==> config.mk <==
export PLATFORM = sky130hd
export DESIGN_NAME = bimodal_predictor_flat
export DESIGN_NICKNAME = d
export VERILOG_FILES = /design/src/hdl/bpu_pkg.sv /design/src/hdl/bpu_train_if.sv /design/src/hdl/bimodal_predictor.sv /design/src/flat_wrapper.sv
export VERILOG_INCLUDE_DIRS = /design/src /design/src/hdl
export SDC_FILE = /design/constraint.sdc
export NUM_CORES = 1
export LEC_CHECK = 0
export BUFFER_PORTS_ARGS = -buffer_cell sky130_fd_sc_hd__buf_2
export CORE_MARGIN = 8
export CORE_UTILIZATION = 40
export DETAILED_ROUTE_END_ITERATION = 8
export GPL_TIMING_DRIVEN = 0
export SLEW_MARGIN = 20
export SYNTH_ARGS = -nofsm -noshare
export SYNTH_HDL_FRONTEND = slang
export SYNTH_SLANG_ARGS = --single-unit
==> constraint.sdc <==
create_clock -name clk -period 3.1 [get_ports clk]
set_input_delay 0.62 -clock clk [delete_from_list [all_inputs] [get_ports clk]]
set_output_delay 0.62 -clock clk [all_outputs]
set_load 0.005 [all_outputs]
==> src/hdl/bpu_cfg.svh <==
////////////////////////////////////////
// Branch predictor configuration macros
// Sizes of the FTB, the counter table and
// the fetch block, plus derived widths
////////////////////////////////////////

`ifndef BPU_CFG_SVH
`define BPU_CFG_SVH

// Fetch address width in bits
`define BPU_ADDR_WIDTH 32
// Fetch target buffer entries
`define BPU_FTB_DEPTH 64
// Direction counters in the bimodal table
`define BPU_PHT_DEPTH 256
// Saturating counter width
`define BPU_CTR_WIDTH 2
// Instructions per fetch block
`define BPU_FETCH_WIDTH 4

// Derived widths
`define BPU_WORD_OFFSET 2
`define BPU_FTB_IDX_WIDTH $clog2(`BPU_FTB_DEPTH)
`define BPU_FTB_TAG_WIDTH (`BPU_ADDR_WIDTH - `BPU_FTB_IDX_WIDTH - `BPU_WORD_OFFSET)
`define BPU_PHT_IDX_WIDTH $clog2(`BPU_PHT_DEPTH)
// Block length counts 0..FETCH_WIDTH
`define BPU_LEN_WIDTH ($clog2(`BPU_FETCH_WIDTH) + 1)
// 4 KB page offset bits
`define BPU_PAGE_BITS 12

`endif
==> src/hdl/bpu_pkg.sv <==
////////////////////////////////////////
// Prediction-side types
// FTB entry and fetch block for the FTQ
////////////////////////////////////////

`default_nettype none

`include "bpu_cfg.svh"

package bpu_pkg;

    ////////////////////////////////////////
    // Fetch target buffer entry
    ////////////////////////////////////////
    typedef struct packed {
        // Entry holds a live branch
        logic valid;
        // PC bits above index and word offset
        logic [`BPU_FTB_TAG_WIDTH-1:0] tag;
        // Block spans two cachelines
        logic is_cross_cacheline;
        // Taken path
        logic [`BPU_ADDR_WIDTH-1:0] jump_target_address;
        // Not-taken path, end of the block
        logic [`BPU_ADDR_WIDTH-1:0] fall_through_address;
    } ftb_entry_t;

    ////////////////////////////////////////
    // Fetch block sent to the FTQ
    ////////////////////////////////////////
    typedef struct packed {
        // Qualifies the whole block
        logic valid;
        // First instruction address
        logic [`BPU_ADDR_WIDTH-1:0] start_pc;
        // Instructions in the block, 0 to fetch width
        logic [`BPU_LEN_WIDTH-1:0] length;
        logic is_cross_cacheline;
        // Direction guess for the ending branch
        logic predicted_taken;
    } fetch_block_t;

endpackage

`default_nettype wire

==> src/hdl/bpu_train_if.sv <==
////////////////////////////////////////
// Training bus from the BPU core logic
// to the FTB and the direction table
////////////////////////////////////////

`timescale 1ns/100ps
`default_nettype none

`include "bpu_cfg.svh"

interface bpu_train_if;
    import bpu_pkg::*;

    // FTB write strobe and new entry
    logic ftb_we;
    ftb_entry_t ftb_entry;
    // Branch PC, indexes both arrays
    logic [`BPU_ADDR_WIDTH-1:0] pc;
    // Counter write strobe and direction
    logic pht_we;
    logic taken;
    // Counter value returned in the metadata
    logic [`BPU_CTR_WIDTH-1:0] ctr;

    modport core (output ftb_we, ftb_entry, pc, pht_we, taken, ctr);
    modport ftb_side (input ftb_we, ftb_entry, pc);
    modport pht_side (input pht_we, pc, taken, ctr);

endinterface

`default_nettype wire

==> src/hdl/bimodal_predictor.sv <==
////////////////////////////////////////
// Bimodal direction predictor
// PC-indexed saturating counters
////////////////////////////////////////

`timescale 1ns/100ps
`default_nettype none

`include "bpu_cfg.svh"

module bimodal_predictor (
    input  logic                       clk,
    input  logic                       rst_n_i,
    // Query side
    input  logic [`BPU_ADDR_WIDTH-1:0] query_pc_i,
    output logic [`BPU_CTR_WIDTH-1:0]  ctr_o,
    // Training side
    bpu_train_if.pht_side              train
);

    localparam int IDX_W = `BPU_PHT_IDX_WIDTH;
    localparam int CTR_W = `BPU_CTR_WIDTH;
    localparam int OFS = `BPU_WORD_OFFSET;

    // Weakly not-taken, 01 for 2-bit counters
    localparam logic [CTR_W-1:0] CTR_INIT = {1'b0, {(CTR_W - 1){1'b1}}};
    localparam logic [CTR_W-1:0] CTR_MAX = '1;
    localparam logic [CTR_W-1:0] CTR_MIN = '0;

    logic [CTR_W-1:0] ctr_q [`BPU_PHT_DEPTH];

    logic [IDX_W-1:0] query_idx;
    logic [IDX_W-1:0] wr_idx;
    logic [CTR_W-1:0] ctr_next;

    assign query_idx = query_pc_i[OFS +: IDX_W];
    assign wr_idx = train.pc[OFS +: IDX_W];

    ////////////////////////////////////////
    // Saturating step
    ////////////////////////////////////////
    // Starts from the value the query saw, not the array
    always_comb begin
        if (train.taken) begin
            ctr_next = (train.ctr == CTR_MAX) ? CTR_MAX : train.ctr + 1'b1;
        end else begin
            ctr_next = (train.ctr == CTR_MIN) ? CTR_MIN : train.ctr - 1'b1;
        end
    end

    ////////////////////////////////////////
    // Counter table
    ////////////////////////////////////////
    always_ff @(posedge clk) begin
        if (!rst_n_i) begin
            for (int i = 0; i < `BPU_PHT_DEPTH; i++) begin
                ctr_q[i] <= CTR_INIT;
            end
        end else if (train.pht_we) begin
            ctr_q[wr_idx] <= ctr_next;
        end
    end

    // Registered read, result belongs to P1
    always_ff @(posedge clk) begin
        if (!rst_n_i) begin
            ctr_o <= CTR_INIT;
        end else begin
            ctr_o <= ctr_q[query_idx];
        end
    end

endmodule

`default_nettype wire

==> src/flat_wrapper.sv <==
// flat-port wrapper written by rule: the top's interface ports become plain ports
module bimodal_predictor_flat 
  (clk, rst_n_i, query_pc_i, ctr_o, train_pht_we, train_pc, train_taken, train_ctr);
  bpu_train_if train_i ();
  input  logic clk;
  input  logic rst_n_i;
  input  logic [`BPU_ADDR_WIDTH-1:0] query_pc_i;
  output logic [`BPU_CTR_WIDTH-1:0] ctr_o;
  input wire logic [$bits(train_i.pht_we)-1:0] train_pht_we;
  input wire logic [$bits(train_i.pc)-1:0] train_pc;
  input wire logic [$bits(train_i.taken)-1:0] train_taken;
  input wire logic [$bits(train_i.ctr)-1:0] train_ctr;
  assign train_i.pht_we = train_pht_we;
  assign train_i.pc = train_pc;
  assign train_i.taken = train_taken;
  assign train_i.ctr = train_ctr;
  bimodal_predictor u_core (.clk(clk), .rst_n_i(rst_n_i), .query_pc_i(query_pc_i), .ctr_o(ctr_o), .train(train_i));
endmodule
==> results.txt <==
The final-report max-slew violation count is 0. During synthesis, Yosys emitted a total of 0 warnings. After global routing the overflow that remains totals 0.

The routed length per instance is 39.4 microns. The flow ran to the end, but the final reports show violations. Data on the critical path arrives at its endpoint at 3590 ps.

The detailed router finished its first iteration with 3889 violations. The cell area that synthesis handed to floorplanning was 25100 sq um. After filler insertion, the fill cell instance count of the layout stands at 5811. STA classifies the critical path endpoint as a flip-flop. Leaving out fill and tap cells, the most frequent cells in the layout are sky130_fd_sc_hd__edfxtp_1 (512), sky130_fd_sc_hd__nor3_1 (265), sky130_fd_sc_hd__o21ai_0 (244). Once placement completed, the tool counted placed cells totaling 2881. Relative to the synthesized area, the layout overhead comes to 12.5%. Synthesis inferred 514 register bits. Across the whole layout, storage elements account for 15400 sq um. First-pass GRT wire length: 159000 microns. After layout, the minimum clock period comes to 3270 ps. The measured slew at the worst slew-check pin works out to 1380 ps. Worst ir drop on vdd: 448 uV. The remaining max-slew budget at the tightest pin is 8.21%, and the die boundary height is 267 microns. Grouping stages by cell kind, the critical path spends the most delay in simple AND/OR/NAND/NOR gates. The number of nets in the synthesized netlist is 2085, and the number of buffers inserted by hold repair at cts is 0. The fmax was 306 MHz. After clock tree synthesis, the clock-pin slew on the worst setup and hold paths is 60 ps. The die covers 71100 sq um. The worst hold path terminates at u_core.ctr_q[54][0]$_SDFFCE_PN1P_. Setup violations remaining at the end of the flow were counted as 34. After synthesis, the netlist uses 55 different library cells. For the fraction of the yosys area taken by sequential cells, the log shows 61.4%. For this design the top-level I/O count stands at 72. The delay contributed by the slowest stage of the critical path was 1010 ps. The checks that failed: setup timing. After technology mapping, the gate count stands at 2015. TritonCTS created 56 clock buffers. In the global route stage, overall resource usage came out at 32.4%. The tools report the residual DRC count as 0. In this run the critical register-to-register path is launched from u_core.ctr_q[160][1]$_SDFFCE_PN0P_. The number of buffers and inverters on the critical path is 3. In this run the power density over the cells is 597 nW/um^2. Effective utilization at floorplan: 40.1%.

Once detail routing completed, the nets flagged for antenna violations numbered 0. The HPWL after detailed placement is 83500 microns. The detail-routed via count per cell is 7.01, and the ratio of cells with drive above 1 in the final layout is 13.2%. The initial antenna violation count came out at 9. The logs give 2985 for the final cell count without fillers and 730 ps for the worst reg-to-reg setup slack. At the worst endpoint, the required time is 3420 ps. The clock tree synthesis step divided the H-tree into 2 levels. The number of cells on the worst reg-to-reg path is 5.

The number of hold-slack violations in the final timing report was 0; the final worst-path cycle share was 105%. The tools report the startpoint kind of the worst setup timing path as a primary input. The overall power of the completed layout is 16.9 mW, and the area taken by multi-input logic gates is 8560 sq um.

Path category of the worst min-delay check: primary input to flip-flop. The tools report the largest net degree at the start of global routing as 20. Routability congestion estimate: 1.05.

Averaged over all synthesized cells, the footprint is 12.5 sq um. The number of global-route vias before repair is 19850. The number of vias in the routed layout was 20936; the number of max-cap violations was 0. TritonCTS built the clock tree. The synthesized design contains 512 enable-type register cells.

For the final routed database, the setup TNS stands at -2080 ps. The startpoint identified for the worst hold timing path is train_pc[3]. The floorplan has 92 rows. The longest clock path from root to sink contains 3 buffers. In this run the worst path has a maximum fanout of 10.

The placeable core area came out at 62600 sq um. The slowest library cell on the worst path was sky130_fd_sc_hd__clkbuf_1. The die is 267 microns wide. The final layout contains routed wiring with a total length of 118000 microns. The endpoint identified for the worst register-to-register timing path is u_core.ctr_o[1]$_SDFF_PN0_. In the final design database the tool counted 2165 nets. The share of synthesized flip-flops with an asynchronous set or reset is 0%.

The critical path goes through buf_2 > clkbuf_1 > nor2b_1 > nand3_1 > nor2_1 > clkbuf_1 > nand3_1. Input and output buffers added on the ports amount to 20. The clock root buffer was sky130_fd_sc_hd__clkbuf_16. Class of the most critical setup path: primary input to flip-flop. For this design, the sink count on the clock tree is 514. On the final layout, the worst clock skew is 15.0 ps.

In the synthesized netlist the dominant register cell turns out to be sky130_fd_sc_hd__edfxtp_1. For this design the static power due to leakage is 8.34 nW. For the worst-case setup margin in the final layout, the log shows -167 ps.

At the later pin of the worst-skew pair, clock insertion delay measures 650 ps. The commonest non-fill, non-tap cell in the layout was sky130_fd_sc_hd__edfxtp_1. Before antenna repair, the detailed router went through 5 iterations. The worst hold path stage count came out at 4.
Yosys cell counts (4+ instances only):
cell,count,share of area (%)
sky130_fd_sc_hd__and2_1,4,0.10
sky130_fd_sc_hd__buf_6,9,0.40
sky130_fd_sc_hd__nand3_1,214,4.3
sky130_fd_sc_hd__or3_1,67,1.7
sky130_fd_sc_hd__o21ai_0,249,5.0
sky130_fd_sc_hd__inv_1,5,0.075
sky130_fd_sc_hd__mux2_2,5,0.22
sky130_fd_sc_hd__a22oi_1,19,0.57
sky130_fd_sc_hd__mux2i_1,51,2.0
sky130_fd_sc_hd__o22ai_1,10,0.25
sky130_fd_sc_hd__a2111oi_0,6,0.21
sky130_fd_sc_hd__nor2_1,50,0.75
sky130_fd_sc_hd__o211ai_1,6,0.18
sky130_fd_sc_hd__nand2_1,51,0.76
sky130_fd_sc_hd__nor2b_1,18,0.45
sky130_fd_sc_hd__o221ai_1,8,0.28
sky130_fd_sc_hd__buf_4,11,0.33
sky130_fd_sc_hd__o21ai_1,11,0.22
sky130_fd_sc_hd__edfxtp_1,512,61
sky130_fd_sc_hd__buf_2,12,0.24
sky130_fd_sc_hd__nor3_1,265,5.3
sky130_fd_sc_hd__clkbuf_1,236,3.5
sky130_fd_sc_hd__nand2b_1,13,0.32
sky130_fd_sc_hd__mux4_2,105,9.4
sky130_fd_sc_hd__nand4_1,16,0.40
sky130_fd_sc_hd__a21oi_1,10,0.20
sky130_fd_sc_hd__buf_1,7,0.10
how the worst max path moves through the flow:
| stage | from | endpoint | cells after the start |
|---|---|---|---|
| after global placement | rst_n_i | u_core.ctr_q[138][0]$_SDFFCE_PN1P_ | 7 |
| final | train_pc[2] | u_core.ctr_q[206][0]$_SDFFCE_PN1P_ | 7 |
| after floorplan | rst_n_i | u_core.ctr_q[104][0]$_SDFFCE_PN1P_ | 7 |
| after CTS | query_pc_i[4] | u_core.ctr_o[1]$_SDFF_PN0_ | 9 |
| after detailed placement | train_pc[4] | u_core.ctr_q[39][0]$_SDFFCE_PN1P_ | 7 |
| after global routing | train_pc[2] | u_core.ctr_q[41][0]$_SDFFCE_PN1P_ | 7 |
power breakdown:
part / internal (mW) / switching, mW
sequential: 7.98 / 0.112
clock: 4.03 / 2.94
combinational: 0.475 / 1.35
total: 12.5 / 4.40
logic make-up (layout without fill, tap and decap cells):
family / count (synthesis) / count (layout) / share of synthesized area, %
other: 0 / 3 / 0
muxes: 162 / 162 / 11.7
DFF: 514 / 514 / 61.4
buffers and inverters: 282 / 403 / 4.75
AOI/OAI and AO/OA: 352 / 352 / 7.99
and+or+nand+nor: 705 / 705 / 14.2
timing repair:
action                                  4_1_cts  5_1_grt
pin swaps                                     1        2
endpoints found under the setup margin      214       41
resized for setup                            17       31
buffers inserted                              0        3
metal layers:
metal	vias to the layer above	GRT usage, %	wire length, microns
li1	7990	-	-
met1	10301	41.1	40100
met2	2113	45.7	48300
met3	526	11.1	18900
met4	6	23.3	10300
met5	-	0	35
sequential cells by signal, summed over array words and instances (netlist names):
signal / cells
u_core.ctr_q: 512
u_core.ctr_o: 2
stage by stage:
| step | hold WS (ps) | setup WS, ps | instance area [sq um] | utilization [%] |
|---|---|---|---|---|
| after floorplan | 765 | 686 | 25100 | - |
| after global placement | 1010 | -1080 | 26300 | 42.0 |
| after detailed placement | 1010 | -1090 | 26300 | 42.0 |
| after CTS | 421 | 7.42 | 28200 | 45.0 |
| after global routing | 491 | -54.4 | 28300 | 45.1 |
| final | 448 | -167 | 28300 | 45.1 |
worst register-to-register path: stages (launching register included):
cell and delay (ps):
sky130_fd_sc_hd__edfxtp_1 390, sky130_fd_sc_hd__mux4_2 480, sky130_fd_sc_hd__mux2i_1 510, sky130_fd_sc_hd__o32ai_1 240, sky130_fd_sc_hd__a2111oi_2 430, sky130_fd_sc_hd__o32ai_2 170
area by class of cell:
| class | instances | share of cell area [%] |
|---|---|---|
| timing repair buffer | 23 | 0.434 |
| sequential | 514 | 54.6 |
| clock buffer | 71 | 5.38 |
| antenna | 3 | 0.0266 |
| inverter | 6 | 0.0797 |
| buffer | 275 | 4.33 |
| clock inverter | 28 | 1.17 |
| tap | 846 | 3.75 |
| multi-input combinational | 1219 | 30.3 |
(Power assumes the default switching activity.)
